[config.mk]
export PLATFORM = sky130hd
export DESIGN_NAME = bp_me_cfg_slice_flat
export DESIGN_NICKNAME = d
export VERILOG_FILES = /design/src/bp_me_msg_pkg.sv /design/src/bp_me_addr_pkg.sv /design/src/bp_me_dev_if.sv /design/src/bp_me_cfg_slice.sv /design/src/flat_wrapper.sv
export SDC_FILE = /design/constraint.sdc
export NUM_CORES = 1
export LEC_CHECK = 0
export BUFFER_PORTS_ARGS = -buffer_cell sky130_fd_sc_hd__buf_2
export CAP_MARGIN = 20
export CORE_ASPECT_RATIO = 1.25
export CORE_MARGIN = 4
export CORE_UTILIZATION = 30
export DETAILED_ROUTE_END_ITERATION = 6
export GPL_ROUTABILITY_DRIVEN = 0
export MAX_ROUTING_LAYER = met4
export PLACE_DENSITY_LB_ADDON = 0.1
export REMOVE_ABC_BUFFERS = 1
export SLEW_MARGIN = 20
export SYNTH_ARGS = -nofsm -noshare
export SYNTH_HDL_FRONTEND = slang
export SYNTH_SLANG_ARGS = --single-unit
[constraint.sdc]
create_clock -name clk_i -period 6.1 [get_ports clk_i]
set_input_delay 0.305 -clock clk_i [delete_from_list [all_inputs] [get_ports clk_i]]
set_output_delay 0.305 -clock clk_i [all_outputs]
set_load 0.005 [all_outputs]
[src/bp_me_msg_pkg.sv]
/*
 * Memory message definitions
 * Opcodes and field widths shared by the forward and reverse streams
 */

`default_nettype none

package bp_me_msg_pkg;

  // Physical address carried in every message header
  localparam int paddr_width_gp = 32;

  // One data beat per message
  localparam int data_width_gp = 64;

  // Tag is returned unchanged with the response
  localparam int tag_width_gp = 8;

  typedef enum logic [0:0] {
    e_rd = 1'b0,
    e_wr = 1'b1
  } bp_me_opcode_e;

endpackage

`default_nettype wire
[src/bp_me_addr_pkg.sv]
/*
 * Device address map
 * DRAM base, local device ids and the two views of an address word
 */

`default_nettype none

package bp_me_addr_pkg;

  // Anything below this is a local device address
  localparam logic [bp_me_msg_pkg::paddr_width_gp-1:0] dram_base_addr_gp = 32'h8000_0000;

  localparam int dev_id_width_gp = 4;

  localparam logic [dev_id_width_gp-1:0] cfg_dev_gp   = 4'd1;
  localparam logic [dev_id_width_gp-1:0] clint_dev_gp = 4'd2;
  localparam logic [dev_id_width_gp-1:0] cache_dev_gp = 4'd3;

  // Raw global address, or local dev/offset pair
  typedef union packed {
    logic [bp_me_msg_pkg::paddr_width_gp-1:0] raw;
    struct packed {
      logic [7:0]                 pad;
      logic [dev_id_width_gp-1:0] dev;
      logic [19:0]                offset;
    } loc;
  } bp_addr_u;

  // Slice index on the router and arbiter side
  typedef enum logic [1:0] {
    e_dev_mem   = 2'd0,
    e_dev_cfg   = 2'd1,
    e_dev_clint = 2'd2,
    e_dev_loop  = 2'd3
  } bp_dev_e;

endpackage

`default_nettype wire

[src/bp_me_dev_if.sv]
/*
 * Device stream bundle
 * One slice's forward command stream and reverse response stream
 */

`timescale 1ns/1ns
`default_nettype none

interface bp_me_dev_if;
  import bp_me_msg_pkg::*;

  bp_me_opcode_e             fwd_opcode;
  logic [paddr_width_gp-1:0] fwd_addr;
  logic [tag_width_gp-1:0]   fwd_tag;
  logic [data_width_gp-1:0]  fwd_data;
  logic                      fwd_v;
  logic                      fwd_ready_and;

  bp_me_opcode_e             rev_opcode;
  logic [paddr_width_gp-1:0] rev_addr;
  logic [tag_width_gp-1:0]   rev_tag;
  logic [data_width_gp-1:0]  rev_data;
  logic                      rev_v;
  logic                      rev_ready_and;

  // Network side, shared by the router and the reverse arbiter
  modport router (
    output fwd_opcode, fwd_addr, fwd_tag, fwd_data, fwd_v,
    input  fwd_ready_and,
    input  rev_opcode, rev_addr, rev_tag, rev_data, rev_v,
    output rev_ready_and
  );

  modport dev (
    input  fwd_opcode, fwd_addr, fwd_tag, fwd_data, fwd_v,
    output fwd_ready_and,
    output rev_opcode, rev_addr, rev_tag, rev_data, rev_v,
    input  rev_ready_and
  );

endinterface

`default_nettype wire

[src/bp_me_cfg_slice.sv]
/*
 * Configuration slice
 * Freeze and core id registers plus read-only device ids
 */

`timescale 1ns/1ns
`default_nettype none

module bp_me_cfg_slice
  (input wire           clk_i
   , input wire         reset_i

   , bp_me_dev_if.dev   dev_io

   , input wire [7:0]   did_i
   , input wire [7:0]   host_did_i
   , output logic       freeze_o
   , output logic [7:0] core_id_o
   );

  import bp_me_msg_pkg::*;
  import bp_me_addr_pkg::*;

  localparam logic [19:0] freeze_offset_lp   = 20'h00;
  localparam logic [19:0] core_id_offset_lp  = 20'h08;
  localparam logic [19:0] did_offset_lp      = 20'h10;
  localparam logic [19:0] host_did_offset_lp = 20'h18;

  bp_addr_u                 addr_u;
  logic                     fwd_yumi;
  logic                     wr_v;
  logic [data_width_gp-1:0] rd_data;

  assign addr_u   = dev_io.fwd_addr;
  assign dev_io.fwd_ready_and = ~dev_io.rev_v | dev_io.rev_ready_and;
  assign fwd_yumi = dev_io.fwd_v & dev_io.fwd_ready_and;
  assign wr_v     = fwd_yumi & (dev_io.fwd_opcode == e_wr);

  always_comb begin
    rd_data = '0;
    case (addr_u.loc.offset)
      freeze_offset_lp:   rd_data[0]   = freeze_o;
      core_id_offset_lp:  rd_data[7:0] = core_id_o;
      did_offset_lp:      rd_data[7:0] = did_i;
      host_did_offset_lp: rd_data[7:0] = host_did_i;
      default:            rd_data      = '0;
    endcase
  end

  // Core comes out of reset frozen
  always_ff @(posedge clk_i) begin
    if (reset_i) begin
      freeze_o  <= 1'b1;
      core_id_o <= '0;
    end else if (wr_v) begin
      if (addr_u.loc.offset == freeze_offset_lp) begin
        freeze_o <= dev_io.fwd_data[0];
      end
      if (addr_u.loc.offset == core_id_offset_lp) begin
        core_id_o <= dev_io.fwd_data[7:0];
      end
    end
  end

  always_ff @(posedge clk_i) begin
    if (reset_i) begin
      dev_io.rev_v <= 1'b0;
    end else if (fwd_yumi) begin
      dev_io.rev_v <= 1'b1;
    end else if (dev_io.rev_ready_and) begin
      dev_io.rev_v <= 1'b0;
    end
  end

  always_ff @(posedge clk_i) begin
    if (fwd_yumi) begin
      dev_io.rev_opcode <= dev_io.fwd_opcode;
      dev_io.rev_addr   <= dev_io.fwd_addr;
      dev_io.rev_tag    <= dev_io.fwd_tag;
      dev_io.rev_data   <= (dev_io.fwd_opcode == e_rd) ? rd_data : '0;
    end
  end

endmodule

`default_nettype wire

[src/flat_wrapper.sv]
// flat-port wrapper written by rule: the top's interface ports become plain ports
module bp_me_cfg_slice_flat import bp_me_msg_pkg::*; import bp_me_addr_pkg::*;
  (clk_i, reset_i, did_i, host_did_i, freeze_o, core_id_o, dev_io_fwd_opcode, dev_io_fwd_addr, dev_io_fwd_tag, dev_io_fwd_data, dev_io_fwd_v, dev_io_fwd_ready_and, dev_io_rev_opcode, dev_io_rev_addr, dev_io_rev_tag, dev_io_rev_data, dev_io_rev_v, dev_io_rev_ready_and);
  bp_me_dev_if dev_io_i ();
  input wire clk_i;
  input wire reset_i;
  input wire [7:0] did_i;
  input wire [7:0] host_did_i;
  output logic freeze_o;
  output logic [7:0] core_id_o;
  input wire logic [$bits(dev_io_i.fwd_opcode)-1:0] dev_io_fwd_opcode;
  input wire logic [$bits(dev_io_i.fwd_addr)-1:0] dev_io_fwd_addr;
  input wire logic [$bits(dev_io_i.fwd_tag)-1:0] dev_io_fwd_tag;
  input wire logic [$bits(dev_io_i.fwd_data)-1:0] dev_io_fwd_data;
  input wire logic [$bits(dev_io_i.fwd_v)-1:0] dev_io_fwd_v;
  output wire logic [$bits(dev_io_i.fwd_ready_and)-1:0] dev_io_fwd_ready_and;
  output wire logic [$bits(dev_io_i.rev_opcode)-1:0] dev_io_rev_opcode;
  output wire logic [$bits(dev_io_i.rev_addr)-1:0] dev_io_rev_addr;
  output wire logic [$bits(dev_io_i.rev_tag)-1:0] dev_io_rev_tag;
  output wire logic [$bits(dev_io_i.rev_data)-1:0] dev_io_rev_data;
  output wire logic [$bits(dev_io_i.rev_v)-1:0] dev_io_rev_v;
  input wire logic [$bits(dev_io_i.rev_ready_and)-1:0] dev_io_rev_ready_and;
  assign dev_io_i.fwd_opcode = dev_io_fwd_opcode;
  assign dev_io_i.fwd_addr = dev_io_fwd_addr;
  assign dev_io_i.fwd_tag = dev_io_fwd_tag;
  assign dev_io_i.fwd_data = dev_io_fwd_data;
  assign dev_io_i.fwd_v = dev_io_fwd_v;
  assign dev_io_fwd_ready_and = dev_io_i.fwd_ready_and;
  assign dev_io_rev_opcode = dev_io_i.rev_opcode;
  assign dev_io_rev_addr = dev_io_i.rev_addr;
  assign dev_io_rev_tag = dev_io_i.rev_tag;
  assign dev_io_rev_data = dev_io_i.rev_data;
  assign dev_io_rev_v = dev_io_i.rev_v;
  assign dev_io_i.rev_ready_and = dev_io_rev_ready_and;
  bp_me_cfg_slice u_core (.clk_i(clk_i), .reset_i(reset_i), .dev_io(dev_io_i), .did_i(did_i), .host_did_i(host_did_i), .freeze_o(freeze_o), .core_id_o(core_id_o));
endmodule
=== Word level (Yosys, flattened, before mapping) ===
Cells that the tools add are included.

* Register bits: 115
* Logic and storage cells: 23
* Output and inout bits: 116

* Bitwise gates (word level): 4
* Equality and inequality tests: 3
* Reductions and logical operators: 4
* Mux-type cells: 4

{| class="wikitable"
|+ Operators by type and width
! kind !! count
|-
| 20-bit by 5-bit == test with 1-bit output, second input constant || 2
|-
| 7-bit case mux with 3 select lines || 1
|-
| 20-bit by 4-bit == test with 1-bit output, second input constant || 1
|-
| 20-bit zero test || 1
|-
| 1-bit case mux with 4 select lines || 1
|-
| 2-bit AND reduction || 2
|-
| 1-bit bitwise AND || 2
|-
| 1-bit two-way mux || 2
|-
| 2-bit nonzero test || 1
|-
| 1-bit NOT || 1
|-
| 1-bit OR || 1
|}

=== Logic depth before layout (Yosys ltp) ===
Gate-level depths: netlist of run 1.

* Depth after elaboration: 5
* Gate-level depth with buffers: 7
* Mapped depth without buffers: 4

=== Least setup slack after synthesis of run 1 ===
Ideal clock, no wire load.

* Kind: input-to-reg
* Start point: input port dev_io_rev_ready_and
* End point: register u_core.freeze_o
* Arrival: 2.223 ns
* Data required time: 6.024 ns
* Setup time: 0.076 ns
* Setup slack: 3.800 ns
* Stages on the path: 5
* Path through: nand2b_1 -> clkbuf_1 -> and2_1 -> a41oi_1 -> o21bai_1

* Cells in the longest elaborated chain, start to end: 4

{| class="wikitable"
|+ Ends and longest elaborated chain
! what !! RTL line !! RTL
|-
| start, declared || flat_wrapper.sv:22 || <nowiki>input wire logic [$bits(dev_io_i.rev_ready_and)-1:0] dev_io_rev_ready_and;</nowiki>
|-
| 1-bit OR || bp_me_cfg_slice.sv:35 || <nowiki>assign dev_io.fwd_ready_and = ~dev_io.rev_v | dev_io.rev_ready_and;</nowiki>
|-
| named net dev_io_fwd_ready_and || flat_wrapper.sv:16 || <nowiki>output wire logic [$bits(dev_io_i.fwd_ready_and)-1:0] dev_io_fwd_ready_and;</nowiki>
|-
| 1-bit bitwise AND || bp_me_cfg_slice.sv:36 || <nowiki>assign fwd_yumi = dev_io.fwd_v & dev_io.fwd_ready_and;</nowiki>
|-
| named net u_core.fwd_yumi || bp_me_cfg_slice.sv:30 || <nowiki>logic fwd_yumi;</nowiki>
|-
| 1-bit bitwise AND || bp_me_cfg_slice.sv:37 || <nowiki>assign wr_v = fwd_yumi & (dev_io.fwd_opcode == e_wr);</nowiki>
|-
| 2-bit AND reduction (no source line) || -- ||
|-
| end signal, assigned || bp_me_cfg_slice.sv:57 || <nowiki>freeze_o <= dev_io.fwd_data[0];</nowiki>
|-
| end, declared || bp_me_cfg_slice.sv:17 || <nowiki>, output logic freeze_o</nowiki>
|}

The timed path passes the listed nets, and every way through them passes these cells.
A chain may end at the register's enable or synchronous reset.

=== Final worst setup path of run 1 ===
* Start point: input port dev_io_fwd_addr[3]
* End point: register u_core.core_id_o[1]

* Cells in the longest elaborated chain, start to end: 2

{| class="wikitable"
|+ Ends and longest elaborated chain
! what !! RTL line !! RTL
|-
| start, declared || flat_wrapper.sv:12 || <nowiki>input wire logic [$bits(dev_io_i.fwd_addr)-1:0] dev_io_fwd_addr;</nowiki>
|-
| 20-bit by 4-bit == test with 1-bit output || bp_me_cfg_slice.sv:59 || <nowiki>if (addr_u.loc.offset == core_id_offset_lp) begin</nowiki>
|-
| 2-bit AND reduction (no source line) || -- ||
|-
| end signal, assigned || bp_me_cfg_slice.sv:60 || <nowiki>core_id_o <= dev_io.fwd_data[7:0];</nowiki>
|-
| end, declared || bp_me_cfg_slice.sv:18 || <nowiki>, output logic [7:0] core_id_o</nowiki>
|}

Every way passes these cells.

==> impl_results.md, run 1 <==
- Status: completed
- H-tree depth: 3
- Synth area leaders: edfxtp_1, buf_4, dfxtp_1
- Hold wc startpoint: dev_io_fwd_addr[26]
- Multiplexer area fraction after synthesis: 3.79%
- Post-synth top cells: buf_4, edfxtp_1, dfxtp_1, a21oi_1, nand4_1
- Via density: 4.12
- Switching portion of total power: 22.0%
- Worst hold path type: in -> reg
- CTS buffer count: 9
- Clock share of power: 41.4%
- Initial antenna violation count: 1
- Cell count after synthesis: just under 200
- Simple logic cell fraction of the synthesized area: under 10%
- Vias in the first global route: 1827
- Routed vias: 1853
- Nets@finish: 449
- Fmax: 0.559 GHz
- Psw: slightly above 0.0002 W
- RR Endpoint: u_core.freeze_o$_SDFFE_PP1P_
- Synthesized area: 2670 µm²
- Worst hold path depth: 1
- Clk root buf: clkbuf_8
- CTS max path bufs: 2
- Routed wire length: around 6300 µm
- Worst-Margin Slew: 0.655 ns
- Crit path capture type: register
- Yosys top cell area share: 55.1%
- Setup Skew: 0.00632 ns
- Comb pwr share: 8.7%
- CTS resizes: 0
- Ratio of cells with drive above 1 in the final layout: 45.9%
- 1st-pass router iterations: 4
- Chip height: 114 µm
- Routed Antenna Nets: 0
- Final worst path period share: 29.3%
- Worst Hold Path EP: u_core.dev_io.rev_addr[26]$_DFFE_PP_
- Register-to-register path setup slack: 4.38 ns
- Worst setup margin: 4.31 ns
- Largest net degree at the start of global routing: 42
- Library cells used by synthesis: 31
- Clk slew on worst S/H paths: 0.07 ns
- Worst Path Required: ~6.3 ns
- Sum of negative setup slack: 0 ns
- Adder-cell share of the synthesized area: 0%
- Avg Cell Area, Syn: about 14 µm²
- Placement Setup Slack: between 3 and 4 ns
- Final setup viols: 0
- Max cap viols: 0
- CTS tree: yes
- Final slew viol count: 0
- Die Width: ~92 µm
- Crit Path Max Fanout: 11
- Register bit total from synthesis: 59
- Detailed-route DRC error count: 0
- Post-CTS setup buffer count: 0
- Max VDD drop: between 0.1 and 0.15 mV
- # port buffers: 128
- Leakage: 1.48 nW
- Row count: 38
- Int Pwr: 0.000722 W
- RR Startpoint: u_core.dev_io.rev_v$_SDFFE_PP0P_
- Unrepaired setup endpoints after global routing: false
- PwrDens: 271 nW/µm²
- Initial drt markers: 64
- Area Overhead vs Synth: 28.0%
- Die area: 10500 µm²
- Post-synthesis compound-gate area fraction: under 10%
- Count leader, synth: buf_4
- Overall routing resource usage: about 12%
- Final hold viol count: 0
- Hpwl dp: a little under 5000 µm
- Post-synthesis sequential area ratio: 62.5%
- CTS hold repair buffers: 0
- Sequential Power Share: 49.9%
- Synth Area in XOR/XNOR: 0%
- First-pass GRT wire length: 9290 µm
- Gr ovfl total: 0
- Wirelength per Cell: 14.1 µm
- Worst skew pair latency: approximately 0.34 ns
- Async S/R FF share, synth: 0%
- Final Util: 39.3%
- Sink Count: 59
- Ys Warns: 0
- Largest family of logic cells by synthesized area: buffers and inverters
- Kind of critical path: in -> reg
- Ports: roughly 240
- Floorplan core area: 8700 µm²
- FF-to-FF path depth: 5
- Relative slew slack: 56.3%
- Crit path time final: 1.79 ns
- Data arrival, critical path: approximately 2 ns
- Starting Density: 30.7%
- Yosys top cell by area: edfxtp_1
- Top_reg_cell synth: edfxtp_1
- Number of synthesized flops with an enable pin: 49
- Crit start category: input pin
## through the flow
step | instance area, µm² | power (W) | cells | hold slack [ns]
after floorplan | 2410 | 0.000500 | 184 | 0.374
after global placement | 3210 | 0.000552 | 433 | 0.472
after detailed placement | 3210 | 0.000552 | 433 | 0.482
after CTS | 3420 | 0.000940 | 449 | 0.117
after global routing | 3420 | 0.000971 | 450 | 0.105
final | 3420 | 0.000926 | 450 | 0.139
## worst max-delay path by stage
| stage | cells after the start | slack, ns | end | from |
|---|---|---|---|---|
| after detailed placement | 5 | 3.92 | u_core.core_id_o[3]$_SDFFE_PP0P_ | dev_io_fwd_addr[3] |
| after global placement | 5 | 3.92 | u_core.core_id_o[6]$_SDFFE_PP0P_ | dev_io_fwd_addr[3] |
| after CTS | 5 | 4.29 | u_core.core_id_o[3]$_SDFFE_PP0P_ | dev_io_fwd_addr[3] |
| after floorplan | 4 | 3.89 | u_core.freeze_o$_SDFFE_PP1P_ | dev_io_rev_ready_and |
| final | 5 | 4.31 | u_core.core_id_o[1]$_SDFFE_PP0P_ | dev_io_fwd_addr[3] |
| after global routing | 5 | 4.11 | u_core.core_id_o[2]$_SDFFE_PP0P_ | dev_io_fwd_addr[3] |
## flip-flops by register name (all words and copies together) (netlist names)
name,cells
u_core.dev_io.rev_addr,32
u_core.core_id_o,8
u_core.dev_io.rev_data,8
u_core.dev_io.rev_tag,8
u_core.dev_io.rev_opcode,1
u_core.dev_io.rev_v,1
u_core.freeze_o,1
## cell type report
| cell class | count | area (µm²) |
|---|---|---|
| antenna | 1 | 2.50 |
| clock buffer | 11 | 131 |
| clock inverter | 5 | 77.6 |
| fill | 859 | 5280 |
| inverter | 1 | 3.75 |
| multi-input combinational | 124 | 736 |
| sequential | 59 | 1670 |
| tap | 120 | 150 |
| timing repair buffer | 129 | 648 |
## per-layer routing
layer | vias up | part of all wire, % | track usage [%]
met1 | 838 | 34 | 11.7
met5 | - | 0 | -
met4 | 0 | 2.7 | 6.84
met2 | 137 | 50 | 20.9
li1 | 868 | - | -
met3 | 10 | 14 | 5.21
## kinds of logic (layout without fill, tap and decap cells)
family / Yosys count / in the layout
buffers and inverters: 66 / 146
flip-flops: 59 / 59
AND/OR/NAND/NOR: 34 / 34
AO/OA/AOI/OAI: 26 / 26
multiplexers: 8 / 8
other: 1 / 57
## power groups by stage
| stage | registers [W] | clock network (W) | logic (W) |
|---|---|---|---|
| after floorplan | 0.000476 | 0 | 0.0000243 |
| after global placement | 0.000471 | 0 | 0.0000811 |
| after detailed placement | 0.000471 | 0 | 0.0000815 |
| after CTS | 0.000462 | 0.000396 | 0.0000817 |
| after global routing | 0.000464 | 0.000418 | 0.0000897 |
| final | 0.000462 | 0.000383 | 0.0000808 |
## cells in the final DEF, fill, tap and decap left out
master      netlist  final
clkinv_2          0      2
mux4_2            1      1
clkbuf_8          0      9
conb_1            1     56
nor2_1            8      8
clkbuf_1          4      2
buf_2             3    128
nor4_4            2      2
clkinvlp_4        0      1
nand4_1           9      9
nor2b_2           1      1
nand2b_1          1      1
edfxtp_1         49     49
a22oi_1           7      7
bufinv_16         0      2
nand3_4           1      1
mux2_1            7      7
inv_1             1      1
nand2_1           1      1
a41oi_1           1      1
dfxtp_1          10     10
and4_1            1      1
nor3b_1           1      1
o31ai_1           8      8
o21bai_1          1      1
or3_1             1      1
buf_4            57      1
diode_2           0      1
nor4_2            2      2
nand3_1           1      1
and3_1            1      1
a21oi_1           9      9
and2_1            2      1
nor2b_1           1      1
and2_2            0      1
nor4_1            1      1
## worst max-delay path: stages
cell and delay (ns):
buf_2 0.24, nor2b_1 0.59, nand4_1 0.44, o31ai_1 0.34, a21oi_1 0.09
No activity file was read; power rests on OpenSTA's default activity.
==> inputs of run 2 (changes only) <==
==> constraint.sdc (replaced) <==
create_clock -name clk_i -period 1.6 [get_ports clk_i]
set_input_delay 0.08 -clock clk_i [delete_from_list [all_inputs] [get_ports clk_i]]
set_output_delay 0.08 -clock clk_i [all_outputs]
set_load 0.005 [all_outputs]
==> impl_results.md, run 2 (synthesized netlist as in run 1, its figures left out) <==
- Top reg by flops: u_core.dev_io.rev_addr
- Most common cell after layout, fill and taps aside: buf_2
- CP top delay family: simple AND/OR/NAND/NOR gates
- Chip height: 114 µm (unchanged)
- Number of flip-flops in the largest register: 32 (unchanged)
- CTS buffer count: 9 (unchanged)
- Final slew viol count: 0 (unchanged)
- Ratio of cells with drive above 1 in the final layout: 41.8% (-4.1 points)
- Fmax: 0.691 GHz
- Largest net degree at the start of global routing: 37 (-12%)
- Row count: 38 (unchanged)
- Crit start category: input pin
- Starting Density: 30.7% (unchanged)
- Worst skew pair latency: 0.33 ns (about the same)
- Unrepaired setup endpoints after global routing: false
- Placement Setup Slack: 0.0943 ns (-3.83 ns)
- H-tree depth: 3 (unchanged)
- Commonest non-fill, non-tap cells in the layout: buf_2, conb_1, edfxtp_1
- Max cap viols: 0 (unchanged)
- Met3 Wirelength: 753 µm (-14%)
- Initial drt markers: 43 (-33%)
- Area post-placement: 3270 µm² (+1.8%)
- Area Overhead vs Synth: 44.7%
- Final hold viol count: 0 (unchanged)
- Vias in the first global route: 1949 (+6.7%)
- Routed wire length: 6710 µm (+5.8%)
- CTS max path bufs: 2 (unchanged)
- Data arrival, critical path: 1.65 ns (-0.36 ns)
- Max VDD drop: 0.432 mV (+200%)
- Detailed-route DRC error count: 0 (unchanged)
- Number of buffer and inverter stages on the critical path: 2 (+1)
- Routed Antenna Nets: 0 (unchanged)
- Final Non-Filler Cells: 499 (+11%)
- Initial antenna violation count: 1 (unchanged)
- Design area: 3870 µm² (+13%)
- Overall routing resource usage: 12.8% (+0.45 points)
- Status: completed
- Placed instance count: 439 (+1.4%)
- 1st-pass router iterations: 4 (unchanged)
- Crit path time final: 1.45 ns
- Clk slew on worst S/H paths: 0.07 ns (about the same)
- Final setup viols: 0 (unchanged)
- Slowest Stage Delay on Critical Path: 0.53 ns (-0.06 ns)
- Worst hold path type: in -> reg
- Sink Count: 59 (unchanged)
- Sum of negative setup slack: 0 ns (unchanged)
- Gr ovfl total: 0 (unchanged)
- Met1 wire length: 2360 µm (+9.7%)
- Final worst path period share: 90.5%
- Worst setup margin: 0.152 ns (-4.16 ns)
- Hpwl dp: 5060 µm (+3.3%)
- Worst Path Required: 1.80 ns (-4.52 ns)
- Final total power: 0.00329 W (+260%)
- Max Used Layer: met4
- Ports: 241 (unchanged)
- First-pass GRT wire length: 9690 µm (+4.4%)
- Floorplan core area: 8700 µm² (unchanged)
- Met2 wire len: 3450 µm (+9.7%)
- Routed vias: 2000 (+7.9%)
- # port buffers: 128 (unchanged)
- Nets@finish: 498 (+11%)
- CTS tree: yes
- Crit Path Max Fanout: 8 (-3)
- Crit path max-delay cell type: dlygate4sd3_1
- Setup Skew: 0.00502 ns (-0.00129 ns)
- Clk root buf: clkbuf_8
- PwrDens: 851 nW/µm² (+210%)
- Die Width: 92.4 µm (unchanged)
- Wirelength per Cell: 13.4 µm (-4.6%)
- Via density: 4.01 (-2.7%)
- Cell breakdown of the critical path: dlygate4sd3_1, buf_2, nor4_4, nand3_4, or3_4, nor2_1
- Kind of critical path: in -> reg
- Die area: 10500 µm² (unchanged)
- Leakage: 1.67 nW (+13%)
- Crit path capture type: register
-- run 2: power by group --
part / internal, W / leakage, nW / switching [W]
Combinational: 0.000212 / 1.04 / 0.000191
Clock: 0.000545 / 0.0771 / 0.000582
Sequential: 0.00175 / 0.557 / 0.0000145
-- run 2: area by class of cell --
class / count / area, µm²
fill: 808 / 4830
sequential: 59 / 1670
timing repair buffer: 178 / 1140
multi-input combinational: 124 / 742
tap: 120 / 150
clock buffer: 10 / 128
clock inverter: 6 / 32.5
inverter: 1 / 3.75
antenna: 1 / 2.50
-- run 2: repair_timing --
action                                  CTS  global route
endpoints found under the setup margin    0             9
endpoints found under the hold margin    43             0
setup buffers                             0             0
hold buffers                             43             0
gates resized for setup                   0             2
-- run 2: final timing paths --
path | startpoint | to | slack [ns] | depth (start not counted)
worst max-delay path | dev_io_fwd_addr[2] | u_core.dev_io.rev_data[1]$_SDFFCE_PP0P_ | 0.15 | 6
worst max register to register | u_core.dev_io.rev_v$_SDFFE_PP0P_ | u_core.core_id_o[1]$_SDFFE_PP0P_ | 0.23 | 4
worst min-delay path | dev_io_fwd_v | u_core.dev_io.rev_v$_SDFFE_PP0P_ | 0.02 | 3
worst min register to register | u_core.core_id_o[0]$_SDFFE_PP0P_ | u_core.core_id_o[0]$_SDFFE_PP0P_ | 0.49 | 2
-- run 2: per-layer routing --
metal | global-route usage, % | up-vias
li1 | - | 962
met1 | 12.5 | 892
met2 | 22.7 | 135
met3 | 4.29 | 11
met4 | 5.95 | 0
met5 | - | -
-- run 2: tightest hold or removal path: stages --
cell	delay (ns)
buf_2	0.13
inv_1	0.05
a21oi_1	0.05
-- run 2: per-stage QoR --
| stage | utilization, % | hold slack (ns) |
|---|---|---|
| 2_1_floorplan | - | 0.149 |
| 4_1_cts | 44.3 | 0.00125 |
| 6_report | 44.4 | 0.0222 |
| 3_3_place_gp | 37.5 | 0.257 |
| 5_1_grt | 44.4 | 0.0142 |
| 3_5_place_dp | 37.5 | 0.259 |
