==> src/bp_me_msg_pkg.sv <==
/*
 * Memory message definitions
 * Opcodes and field widths shared by the forward and reverse streams
 */

`default_nettype none

package bp_me_msg_pkg;

  // Physical address carried in every message header
  localparam int paddr_width_gp = 32;

  // One data beat per message
  localparam int data_width_gp = 64;

  // Tag is returned unchanged with the response
  localparam int tag_width_gp = 8;

  typedef enum logic [0:0] {
    e_rd = 1'b0,
    e_wr = 1'b1
  } bp_me_opcode_e;

endpackage

`default_nettype wire
==> src/bp_me_dev_if.sv <==
/*
 * Device stream bundle
 * One slice's forward command stream and reverse response stream
 */

`timescale 1ns/1ns
`default_nettype none

interface bp_me_dev_if;
  import bp_me_msg_pkg::*;

  bp_me_opcode_e             fwd_opcode;
  logic [paddr_width_gp-1:0] fwd_addr;
  logic [tag_width_gp-1:0]   fwd_tag;
  logic [data_width_gp-1:0]  fwd_data;
  logic                      fwd_v;
  logic                      fwd_ready_and;

  bp_me_opcode_e             rev_opcode;
  logic [paddr_width_gp-1:0] rev_addr;
  logic [tag_width_gp-1:0]   rev_tag;
  logic [data_width_gp-1:0]  rev_data;
  logic                      rev_v;
  logic                      rev_ready_and;

  // Network side, shared by the router and the reverse arbiter
  modport router (
    output fwd_opcode, fwd_addr, fwd_tag, fwd_data, fwd_v,
    input  fwd_ready_and,
    input  rev_opcode, rev_addr, rev_tag, rev_data, rev_v,
    output rev_ready_and
  );

  modport dev (
    input  fwd_opcode, fwd_addr, fwd_tag, fwd_data, fwd_v,
    output fwd_ready_and,
    output rev_opcode, rev_addr, rev_tag, rev_data, rev_v,
    input  rev_ready_and
  );

endinterface

`default_nettype wire

==> src/bp_me_loopback.sv <==
/*
 * Loopback slice
 * Answers unmapped local commands with zero data
 */

`timescale 1ns/1ns
`default_nettype none

module bp_me_loopback
  (input wire         clk_i
   , input wire       reset_i

   , bp_me_dev_if.dev dev_io
   );

  logic fwd_yumi;

  assign dev_io.fwd_ready_and = ~dev_io.rev_v | dev_io.rev_ready_and;
  assign fwd_yumi = dev_io.fwd_v & dev_io.fwd_ready_and;

  always_ff @(posedge clk_i) begin
    if (reset_i) begin
      dev_io.rev_v <= 1'b0;
    end else if (fwd_yumi) begin
      dev_io.rev_v <= 1'b1;
    end else if (dev_io.rev_ready_and) begin
      dev_io.rev_v <= 1'b0;
    end
  end

  // Header echoed as is
  always_ff @(posedge clk_i) begin
    if (fwd_yumi) begin
      dev_io.rev_opcode <= dev_io.fwd_opcode;
      dev_io.rev_addr   <= dev_io.fwd_addr;
      dev_io.rev_tag    <= dev_io.fwd_tag;
      dev_io.rev_data   <= '0;
    end
  end

endmodule

`default_nettype wire

==> src/flat_wrapper.sv <==
// flat-port wrapper written by rule: the top's interface ports become plain ports
module bp_me_loopback_flat 
  (clk_i, reset_i, dev_io_fwd_opcode, dev_io_fwd_addr, dev_io_fwd_tag, dev_io_fwd_data, dev_io_fwd_v, dev_io_fwd_ready_and, dev_io_rev_opcode, dev_io_rev_addr, dev_io_rev_tag, dev_io_rev_data, dev_io_rev_v, dev_io_rev_ready_and);
  bp_me_dev_if dev_io_i ();
  input wire clk_i;
  input wire reset_i;
  input wire logic [$bits(dev_io_i.fwd_opcode)-1:0] dev_io_fwd_opcode;
  input wire logic [$bits(dev_io_i.fwd_addr)-1:0] dev_io_fwd_addr;
  input wire logic [$bits(dev_io_i.fwd_tag)-1:0] dev_io_fwd_tag;
  input wire logic [$bits(dev_io_i.fwd_data)-1:0] dev_io_fwd_data;
  input wire logic [$bits(dev_io_i.fwd_v)-1:0] dev_io_fwd_v;
  output wire logic [$bits(dev_io_i.fwd_ready_and)-1:0] dev_io_fwd_ready_and;
  output wire logic [$bits(dev_io_i.rev_opcode)-1:0] dev_io_rev_opcode;
  output wire logic [$bits(dev_io_i.rev_addr)-1:0] dev_io_rev_addr;
  output wire logic [$bits(dev_io_i.rev_tag)-1:0] dev_io_rev_tag;
  output wire logic [$bits(dev_io_i.rev_data)-1:0] dev_io_rev_data;
  output wire logic [$bits(dev_io_i.rev_v)-1:0] dev_io_rev_v;
  input wire logic [$bits(dev_io_i.rev_ready_and)-1:0] dev_io_rev_ready_and;
  assign dev_io_i.fwd_opcode = dev_io_fwd_opcode;
  assign dev_io_i.fwd_addr = dev_io_fwd_addr;
  assign dev_io_i.fwd_tag = dev_io_fwd_tag;
  assign dev_io_i.fwd_data = dev_io_fwd_data;
  assign dev_io_i.fwd_v = dev_io_fwd_v;
  assign dev_io_fwd_ready_and = dev_io_i.fwd_ready_and;
  assign dev_io_rev_opcode = dev_io_i.rev_opcode;
  assign dev_io_rev_addr = dev_io_i.rev_addr;
  assign dev_io_rev_tag = dev_io_i.rev_tag;
  assign dev_io_rev_data = dev_io_i.rev_data;
  assign dev_io_rev_v = dev_io_i.rev_v;
  assign dev_io_i.rev_ready_and = dev_io_rev_ready_and;
  bp_me_loopback u_core (.clk_i(clk_i), .reset_i(reset_i), .dev_io(dev_io_i));
endmodule
==> config.mk <==
export PLATFORM = sky130hd
export DESIGN_NAME = bp_me_loopback_flat
export DESIGN_NICKNAME = d
export VERILOG_FILES = /design/src/bp_me_msg_pkg.sv /design/src/bp_me_dev_if.sv /design/src/bp_me_loopback.sv /design/src/flat_wrapper.sv
export SDC_FILE = /design/constraint.sdc
export NUM_CORES = 1
export LEC_CHECK = 0
export BUFFER_PORTS_ARGS = -buffer_cell sky130_fd_sc_hd__buf_4
export CORE_MARGIN = 5
export CORE_UTILIZATION = 29
export CTS_CLUSTER_SIZE = 40
export DETAILED_ROUTE_END_ITERATION = 16
export PLACE_DENSITY = 0.75
export SLEW_MARGIN = 20
export SYNTH_ARGS = -nofsm -noshare
export SYNTH_HDL_FRONTEND = slang
export SYNTH_SLANG_ARGS = --single-unit
==> constraint.sdc <==
create_clock -name clk_i -period 1.1 [get_ports clk_i]
set_clock_uncertainty 0.05 [all_clocks]
set_input_delay 0.055 -clock clk_i [delete_from_list [all_inputs] [get_ports clk_i]]
set_output_delay 0.055 -clock clk_i [all_outputs]
set_load 0.03 [all_outputs]
# Word level (Yosys, flattened, before mapping)
# Cells that the tools add are included.
[classes]
reduce_logical = 1
n_mux = 2
bitwise_logic = 3
[ops]
columns = ["cell", "n"]
rows = [
  ["$mux W1", 2],
  ["$reduce_bool A2 Y1", 1],
  ["$and A1 B1 Y1", 1],
  ["$not A1 Y1", 1],
  ["$or A1 B1 Y1", 1],
]
[word_totals]
in_bits = 109
register_bits = 42
out_inout_bits = 107
word_cells = 10

# Logic depth before layout (Yosys ltp)
# Gate-level depths: netlist (run 1).
[logic_depth]
ltp_word = 4
depth_mapped = 2

# Least setup slack after synthesis (run 1)
# No wires, ideal clock.
[synth_path]
kind = "register -> register"
start = "register u_core.dev_io.rev_v"
end = "register u_core.dev_io.rev_addr[0] (enable)"
setup_slack_ps = -322
setup_ps = 355
period_less_slack_ps = 1422
arrival_ps = 1017
stages_incl_launch_ff = 3
cell_sequence = "dfxtp_1 -> nand2b_4 -> and2_4"
[synth_via]
elab_chain_cells = 3
[synth_lines]
columns = ["item", "line", "source"]
rows = [
  ["start: declaration", "bp_me_dev_if.sv:37", "output rev_opcode, rev_addr, rev_tag, rev_data, rev_v,"],
  ["start signal: assignment", "bp_me_loopback.sv:23", "dev_io.rev_v <= 1'b0;"],
  ["start signal: assignment", "bp_me_loopback.sv:25", "dev_io.rev_v <= 1'b1;"],
  ["start signal: assignment", "bp_me_loopback.sv:27", "dev_io.rev_v <= 1'b0;"],
  ["$not A1 Y1", "bp_me_loopback.sv:18", "assign dev_io.fwd_ready_and = ~dev_io.rev_v | dev_io.rev_ready_and;"],
  ["$or A1 B1 Y1", "bp_me_loopback.sv:18", ""],
  ["named net dev_io_fwd_ready_and", "flat_wrapper.sv:12", "output wire logic [$bits(dev_io_i.fwd_ready_and)-1:0] dev_io_fwd_ready_and;"],
  ["$and A1 B1 Y1", "bp_me_loopback.sv:19", "assign fwd_yumi = dev_io.fwd_v & dev_io.fwd_ready_and;"],
  ["named net u_core.fwd_yumi", "bp_me_loopback.sv:16", "logic fwd_yumi;"],
  ["end signal: assignment", "bp_me_loopback.sv:35", "dev_io.rev_addr <= dev_io.fwd_addr;"],
  ["end: declaration", "bp_me_dev_if.sv:37", ""],
]
# The timed path passes the listed nets, and every way through them passes these cells.
# A chain may end at the register's enable or synchronous reset.

# Worst setup path after layout (run 1)
[layout_path]
start = "input dev_io_fwd_v"
end = "register u_core.dev_io.rev_tag[4] (enable)"
[layout_via]
elab_chain_cells = 1
[layout_lines]
columns = ["item", "line", "source"]
rows = [
  ["start: declaration", "flat_wrapper.sv:11", "input wire logic [$bits(dev_io_i.fwd_v)-1:0] dev_io_fwd_v;"],
  ["$and A1 B1 Y1", "bp_me_loopback.sv:19", ""],
  ["named net u_core.fwd_yumi", "bp_me_loopback.sv:16", ""],
  ["end signal: assignment", "bp_me_loopback.sv:36", "dev_io.rev_tag <= dev_io.fwd_tag;"],
  ["end: declaration", "bp_me_dev_if.sv:37", ""],
]
# The timed path passes the listed nets, and every way through them passes these cells.

==> run_results.csv, run 1 <==
group,metric,value,unit
sta,drv_slew,0,
logic_synthesis,synthTopCellsByCount,"64 x buf_4, 41 x edfxtp_1",
cells_and_area,fin_nets,362,
die,dieArea,7768,µm²
setup_path,cp_data_required_time,1.05,ns
sta,postLayoutSetupSlackWorst,-0.002624,ns
setup_path,reg2reg_depth,3,
route,wl_met3,774,µm
power_and_ir_drop,switching_share,28.48,%
grt,grt_pass1_vias,1213,
logic_synthesis,synth.most_common_cell,"buf_4",
route,drc,0,
cells_and_area,drive_gt1_share,40.94,%
die,die_x,88.14,µm
clocking,cts-root-buf,"clkbuf_8",
logic_synthesis,ys.flop_type,"edfxtp_1",
power_and_ir_drop,p_seq_share,47.0,%
clocking,clock_sink_count,42,
sta,min_period_over_period,100.2,%
die,core,5921,µm²
power_and_ir_drop,worst_ir_drop_vdd,0.0007481,V
grt,grt_pass1_wl,6.375,mm
place,dp.cells,278,
power_and_ir_drop,p_int,2.886,mW
die,dieHeight,88.14,µm
sta,clock.fmax,0.9069,GHz
logic_synthesis,synth_edf_count,41,
cells_and_area,syn_to_final_growth,63.46,%
route,via_per_inst,3.533,
min_path,hp-start,"dev_io_rev_ready_and",
logic_synthesis,ys_types,8,
power_and_ir_drop,pwr-share-clk,29.1,%
clocking,clk_path_buf_depth,2,
setup_path,reg2reg_to,"u_core.dev_io.rev_tag[4]",
grt,track_usage,11.48,%
route,drt_iter0_drc,70,
clocking,postCtsSetupRepairBufs,0,
min_path,hold_depth,4,
logic_synthesis,avgSynthCellArea,15.95,µm²
logic_synthesis,yosysTopAreaCellShare,69.54,%
route,wl_met2,2.322,mm
setup_path,r2r_slack,-0.003,ns
sta,rsz0062_at_grt,"yes",
setup_path,endpoint_kind,"flop",
grt,grt_max_degree,17,
grt,grt_overflow,0,
die,start_util,29.90,%
place,numPortBuffers,87,
route,wl_met1,1.536,mm
route,routed.top_layer,"met4",
logic_synthesis,async_reset_ff_share,0,%
power_and_ir_drop,p_comb_share,23.9,%
power_and_ir_drop,p_sw,1.149,mW
logic_synthesis,synth_area,1770,µm²
route,wl_per_cell,14.42,µm
logic_synthesis,synth.area.top_cells,"edfxtp_1 70%, buf_4 27%, dfxtp_1 1.1%",
setup_path,cpPeakStageDelay,0.54,ns
clocking,cts_tree,"done",
power_and_ir_drop,power.leakage,1.320,nW
logic_synthesis,yosys.area.top_type,"edfxtp_1",
setup_path,cpMaxStageDelayCell,"dlygate4sd3_1",
setup_path,worstPathCellList,"dlygate4sd3_1, buf_4, and2_4, buf_12",
power_and_ir_drop,power.density,1394,nW/µm²
route,vias,1166,
logic_synthesis,ys_seq_elements,42,
die,rows,28,
clocking,cts_max_level,2,
min_path,hold_class,"primary input to flop",
route,detail-route-antenna-nets,0,
grt,antenna_found_initial,1,
place,gp_congestion,0.7159,
run_status,failed_checks,"setup timing",
clocking,numCtsBuffers,5,
route,dr.pass1.iters,4,
setup_path,path_class,"primary input to flop",
logic_synthesis,syn_inst,111,
clocking,clk_pin_slew_worst_paths,0.07,ns
sta,setup_viol,1,
setup_path,cp-start-kind,"primary input",
sta,period_minus_slack,1.103,ns
place,dp_hpwl,3.231,mm
run,maxCapViolCount,0,
clocking,clk_latency,0.28,ns
logic_synthesis,synth_warnings,0,
sta,hold_violations,0,
min_path,whs_endpoint,"u_core.dev_io.rev_v",
cells_and_area,instances_no_fill,330,
setup_path,arrival,1.05,ns
sta,holdWs,0.09840,ns
die,ios,216,
route,drt-total-wl,4.757,mm
run_status,status,"complete, but fails checks",
setup_path,crit_fanout,16,
setup_path,r2r_start,"u_core.dev_io.rev_v",
logic_synthesis,yosysSeqAreaShare,70.67,%
## layer usage
metal,track usage [%],vias up
met1,11.71,518
met2,20.21,110
li1,-,530
met4,6.593,0
met3,4.139,8
met5,0,-
## flip-flops by register name, indices dropped and copies added, names as in the netlist
register and count:
u_core.dev_io.rev_opcode 1, u_core.dev_io.rev_v 1, u_core.dev_io.rev_tag 8, u_core.dev_io.rev_addr 32
## placed cells by master (no fill, tap or decap), types with 2 or more instances in the layout
master and count:
edfxtp_1 41, conb_1 64, buf_12 2, buf_4 90
clkbuf_8 5, dlygate4sd3_1 43
## worst max-delay path: cells and delay by family
| family | cells | cell delay [ns] |
|---|---|---|
| buffers and inverters | 3 | 0.81 |
| and+or+nand+nor | 1 | 0.19 |
## layout make-up
cell class	instances	area, µm²
fill	467	3027
clock inverter	2	37.54
clock buffer	6	72.57
tap	75	93.84
inverter	1	3.754
sequential	42	1255
timing repair buffer	136	1157
multi-input combinational	67	271.5
antenna	1	2.502
## per-stage QoR
stage          power (mW)  setup TNS [ns]  util [%]  setup WS (ns)  area, µm²
2_1_floorplan       2.614          -9.479         -        -0.2312       2011
3_3_place_gp        2.736               0     39.65       0.009569       2347
3_5_place_dp        2.750               0     39.65       0.004459       2347
4_1_cts             4.060        -0.02515     48.84      -0.003717       2892
5_1_grt             4.185         -0.7335     48.88       -0.03218       2894
6_report            4.035       -0.002624     48.88      -0.002624       2894
## repair_timing
action	CTS	global route
gates resized for setup	1	0
endpoints found under the hold margin	42	0
hold buffers	43	0
setup endpoints to repair	13	42
## cells by family after synthesis
logic type | synth area share, %
flip-flops | 70.67
buffers and inverters | 27.35
other | 0.2118
AO/OA/AOI/OAI | 0.4948
AND/OR/NAND/NOR | 1.272
## power by group through the flow
| stage | clock network [mW] | registers [mW] | logic [mW] |
|---|---|---|---|
| 3_3_place_gp | 0 | 1.93 | 0.809 |
| 4_1_cts | 1.21 | 1.90 | 0.950 |
| 3_5_place_dp | 0 | 1.93 | 0.818 |
| 5_1_grt | 1.27 | 1.91 | 1.01 |
| 2_1_floorplan | 0 | 2.11 | 0.500 |
| 6_report | 1.17 | 1.90 | 0.964 |
## worst max-delay path by stage
stage	from	endpoint	cells after the start
6_report	dev_io_fwd_v	u_core.dev_io.rev_tag[4]	4
5_1_grt	u_core.dev_io.rev_v	u_core.dev_io.rev_tag[4]	3
4_1_cts	u_core.dev_io.rev_v	u_core.dev_io.rev_tag[4]	3
3_5_place_dp	u_core.dev_io.rev_v	u_core.dev_io.rev_opcode	3
3_3_place_gp	u_core.dev_io.rev_v	u_core.dev_io.rev_opcode	3
2_1_floorplan	u_core.dev_io.rev_v	u_core.dev_io.rev_addr[0]	2
(Power assumes the default switching activity.)
==> run 2: changes to the inputs <==
SETUP_SLACK_MARGIN = 0.15   (was unset)
TNS_END_PERCENT = 20   (was unset)
==> run 2 against run 1 <==
- the run now ends clean
- non-clock buffer count unchanged
- cell count fell by 0.30%
- routed wire length increased by 8.8%
- largest power group unchanged
==> run_results.csv, run 2 (synthesis results as in run 1) <==
group,metric,value,unit
clocking,clk_path_buf_depth,2,
clocking,clk_latency,0.28,ns
cells_and_area,seq_area,1255,µm²
die,core,5921,µm²
min_path,hold_class,"primary input to flop",
clocking,postCtsSetupRepairBufs,0,
cells_and_area,fin_nets,362,
power_and_ir_drop,worst_ir_drop_vdd,0.0007628,V
die,die_x,88.14,µm
clocking,cts_tree,"done",
die,start_util,29.90,%
clocking,clk_pin_slew_worst_paths,0.07,ns
place,gp_congestion,0.7159,
place,numPortBuffers,87,
sta,hold_violations,0,
setup_path,crit_fanout,16,
cells_and_area,final.fill_count,446,
sta,holdWs,0.09062,ns
cells_and_area,largest_register_ffs,32,
die,dieArea,7768,µm²
cells_and_area,instances_no_fill,329,
grt,grt_pass1_vias,1233,
clocking,clock_sink_count,42,
setup_path,cp_data_required_time,1.05,ns
setup_path,cp-start-kind,"flop",
sta,min_period_over_period,99.35,%
cells_and_area,antenna_cells,0,
run_status,status,"finished clean",
grt,grt_overflow,0,
route,wl_per_cell,15.74,µm
grt,track_usage,11.78,%
grt,busiest_layer,"met2",
grt,antenna_found_initial,0,
power_and_ir_drop,power.density,1355,nW/µm²
die,ios,216,
setup_path,path_class,"flop to flop",
cells_and_area,multi_input_area,271.5,µm²
setup_path,endpoint_kind,"flop",
run,maxCapViolCount,0,
route,dr.pass1.iters,4,
place,dp.cells,278,
cells_and_area,fin_util,51.44,%
grt,met3_usage,3.293,%
route,via_per_inst,3.611,
clocking,numCtsBuffers,5,
sta,period_minus_slack,1.093,ns
grt,grt_max_degree,17,
cells_and_area,most-common-layout-cells,"64 x conb_1, 49 x buf_4, 43 x dlygate4sd3_1, 42 x buf_6, 41 x edfxtp_1",
place,dp_hpwl,3.231,mm
power_and_ir_drop,power.leakage,1.371,nW
setup_path,arrival,1.05,ns
cells_and_area,final_common_cell,"conb_1",
die,rows,28,
route,detail-route-antenna-nets,0,
die,dieHeight,88.14,µm
grt,grt_pass1_wl,6.506,mm
cells_and_area,syn_to_final_growth,72.01,%
clocking,cts-root-buf,"clkbuf_8",
setup_path,r2r_slack,0.007,ns
route,drc,0,
sta,drv_slew,0,
clocking,cts_max_level,2,
sta,clock.fmax,0.9150,GHz
grt,use_met2,20.62,%
sta,setup_viol,0,
route,drt-total-wl,5.177,mm
grt,use_met1,12.60,%
cells_and_area,reg_top3,"u_core.dev_io.rev_addr (32), u_core.dev_io.rev_tag (8)",
route,vias,1188,
cells_and_area,drive_gt1_share,40.94,%
cells_and_area,regMostFlops,"u_core.dev_io.rev_addr",
route,drt_iter0_drc,65,
sta,rsz0062_at_grt,"yes",
[run 2: cell types whose count changed in the layout (fill, tap and decap cells not counted), sizes merged]
cell,delta
diode,-1
[run 2: where the power goes]
part | total, mW | switching (mW) | leakage [nW] | internal (mW)
Combinational | 1.02 | 0.625 | 0.914 | 0.395
Sequential | 1.92 | 0.0502 | 0.406 | 1.87
Clock | 1.19 | 0.513 | 0.0514 | 0.677
[run 2: worst paths after layout]
check / start / end / cells after the start
min reg2reg: u_core.dev_io.rev_v / u_core.dev_io.rev_v / 3
max: u_core.dev_io.rev_v / u_core.dev_io.rev_tag[4] / 3
min: dev_io_rev_ready_and / u_core.dev_io.rev_v / 4
max reg2reg: u_core.dev_io.rev_v / u_core.dev_io.rev_tag[4] / 3
[run 2: timing repair]
action | 4_1_cts | 5_1_grt
setup endpoints to repair | 65 | 83
resized for setup | 24 | 18
hold endpoints to repair | 42 | 0
hold buffers | 43 | 0
[run 2: layer usage]
metal	vias up	share of wire (%)	routed length, µm
met5	-	0	0
met4	0	3.3	170
met3	12	12	644
met2	108	49	2546
met1	539	35	1815
li1	529	-	-
[run 2: final cells by class]
cell class                      count  area share [%]
Tap cell                           75           3.081
Sequential cell                    42           41.21
Timing Repair Buffer              136           43.06
Inverter                            1          0.1233
Clock inverter                      2           1.233
Clock buffer                        6           2.383
Multi-Input combinational cell     67           8.915
[run 2: worst max-delay path, cell delays in order, from the launching register on]
cell,delay (ns)
dfxtp_4,0.36
nand2b_4,0.06
and2_4,0.19
buf_12,0.16
[run 2: stage by stage]
| step | setup slack, ns | total power, mW | TNS (ns) | cell area (µm²) |
|---|---|---|---|---|
| finish | 0.007161 | 4.128 | 0 | 3045 |
| global route | -0.03147 | 4.277 | -0.6748 | 3045 |
| CTS | -0.003718 | 4.097 | -0.02515 | 2978 |
| detailed placement | 0.004459 | 2.750 | 0 | 2347 |
| global placement | 0.009569 | 2.736 | 0 | 2347 |
| floorplan | -0.2312 | 2.614 | -9.479 | 2011 |
==> run 3: changes to the inputs <==
CORE_UTILIZATION = 30   (was 29)
CTS_BUF_LIST = sky130_fd_sc_hd__clkbuf_4   (was unset)
PLACE_DENSITY = 0.77   (was 0.75)
==> run 3 against run 2 <==
- the run now ends with setup timing left
- first-iteration DRC count increased by 15%
- critical path depth unchanged
- clock-buffer cell count fell by 1
- worst setup slack worse by 0.045 ns
- combinational power about the same
- critical path type unchanged
- largest cell class unchanged
==> run_results.csv, run 3 (synthesis results as in run 1) <==
group,metric,value,unit
min_path,hold_class,"primary input to flop",
setup_path,crit_fanout,15,
sta,period_minus_slack,1.138,ns
setup_path,r2r_start,"u_core.dev_io.rev_v",
die,start_util,30.44,%
sta,postLayoutSetupSlackWorst,-0.03800,ns
sta,clock.fmax,0.8787,GHz
sta,min_period_over_period,103.5,%
route,detail-route-antenna-nets,0,
die,ios,216,
route,drt-total-wl,4.795,mm
die,rows,28,
grt,grt_pass1_vias,1236,
clocking,clk_latency,0.33,ns
power_and_ir_drop,power.leakage,1.356,nW
run_status,failed_checks,"setup timing",
grt,grt_overflow,0,
setup_path,arrival,1.15,ns
die,die_x,86.82,µm
cells_and_area,syn_to_final_growth,70.32,%
cells_and_area,most-common-layout-cells,"64 x conb_1, 47 x buf_4, 45 x buf_6, 43 x dlygate4sd3_1, 41 x edfxtp_1",
route,drc,0,
setup_path,reg2reg_to,"u_core.dev_io.rev_addr[14]",
sta,setup_viol,41,
run_status,status,"complete, but fails checks",
power_and_ir_drop,power,3.712,mW
setup_path,path_class,"flop to flop",
cells_and_area,antenna_cells,0,
sta,drv_slew,0,
sta,hold_violations,0,
cells_and_area,fin_nets,363,
clocking,cts-root-buf,"clkbuf_4",
place,dp_hpwl,3.302,mm
setup_path,crit_path_end,"u_core.dev_io.rev_addr[14]",
sta,holdWs,0.1089,ns
grt,grt_pass1_wl,6.624,mm
cells_and_area,final_common_cell,"conb_1",
setup_path,crit_start,"u_core.dev_io.rev_v",
die,dieHeight,86.82,µm
grt,antenna_found_initial,0,
setup_path,cp_data_required_time,1.11,ns
power_and_ir_drop,power.density,1231,nW/µm²
die,core,5816,µm²
route,vias,1170,
setup_path,endpoint_kind,"flop",
place,numPortBuffers,87,
cells_and_area,seq_area,1255,µm²
sta,rsz0062_at_grt,"yes",
cells_and_area,reg_top3,"u_core.dev_io.rev_addr (32), u_core.dev_io.rev_tag (8)",
die,dieArea,7538,µm²
clocking,cts_tree,"done",
clocking,clk_path_buf_depth,2,
clocking,clock_sink_count,42,
run,maxCapViolCount,0,
route,wl_per_cell,14.53,µm
route,via_per_inst,3.545,
grt,grt_max_degree,16,
setup_path,reg2reg_depth,3,
cells_and_area,final.fill_count,481,
min_path,hp-start,"dev_io_rev_ready_and",
place,gp_congestion,0.7292,
setup_path,cp-start-kind,"flop",
cells_and_area,multi_input_area,271.5,µm²
setup_path,r2r_slack,-0.04,ns
power_and_ir_drop,worst_ir_drop_vdd,0.0005992,V
cells_and_area,drive_gt1_share,41.57,%
cells_and_area,regMostFlops,"u_core.dev_io.rev_addr",
route,dr.pass1.iters,4,
sta,fin_tns_setup,-0.6212,ns
clocking,cts_max_level,2,
grt,track_usage,12.14,%
clocking,clk_pin_slew_worst_paths,0.13,ns
cells_and_area,largest_register_ffs,32,
clocking,numCtsBuffers,5,
route,drt_iter0_drc,75,
run 3: cell types whose count changed in the layout (fill, tap and decap cells not counted):
| cell | previous run | this run |
|---|---|---|
| clkbuf_8 | 5 | 0 |
| clkbuf_4 | 0 | 5 |
| buf_6 | 42 | 45 |
| clkbuf_1 | 1 | 0 |
| inv_6 | 0 | 1 |
| buf_4 | 49 | 47 |
| bufinv_16 | 1 | 0 |
| clkinvlp_4 | 1 | 2 |
run 3: timing repair:
item                                   in CTS  in global routing
endpoints found under the hold margin      42                  0
gates resized for setup                    44                  1
setup endpoints to repair                  84                 84
buffers inserted                            1                  0
hold buffers                               43                  0
run 3: how the worst min path moves through the flow:
stage	endpoint	slack (ns)	cells past startpoint
2_1_floorplan	u_core.dev_io.rev_v	0.06	1
3_3_place_gp	u_core.dev_io.rev_v	0.15	2
3_5_place_dp	u_core.dev_io.rev_v	0.15	2
4_1_cts	u_core.dev_io.rev_v	0.08	5
5_1_grt	u_core.dev_io.rev_v	0.1	5
6_report	u_core.dev_io.rev_v	0.11	5
run 3: worst max-delay path: stages (launching register included):
cell and delay (ns):
dfxtp_4 0.38, nand2b_4 0.07, and2_4 0.20, buf_12 0.16
run 3: layout make-up:
| class | count | area share [%] |
|---|---|---|
| repair buffers | 137 | 44.11 |
| flip-flops and latches | 42 | 41.62 |
| multi-input cells | 67 | 9.004 |
| well taps | 75 | 3.112 |
| clock buffers | 5 | 1.245 |
| clock inverters | 3 | 0.7884 |
| inverters | 1 | 0.1245 |
run 3: routing by layer:
layer	track usage [%]	up-vias	wire length (µm)
met5	0	-	0
met4	4.249	0	27
met3	3.327	2	533
met2	21.88	98	2509
met1	13.63	540	1725
li1	-	530	-
run 3: report_power, final:
| part | total [mW] | internal, mW | switching (mW) |
|---|---|---|---|
| Clock | 0.776 | 0.256 | 0.519 |
| Combinational | 1.02 | 0.400 | 0.619 |
| Sequential | 1.92 | 1.87 | 0.0506 |
| Total | 3.71 | 2.52 | 1.19 |
run 3: stage by stage:
stage          util [%]  setup slack [ns]  instances  instance area, µm²
2_1_floorplan         -           -0.2312        174                2011
3_3_place_gp      40.36          0.006363        278                2347
3_5_place_dp      40.36         -0.009249        278                2347
4_1_cts           51.79          -0.04571        330                3012
5_1_grt           51.85          -0.07854        330                3015
6_report          51.85          -0.03800        330                3015
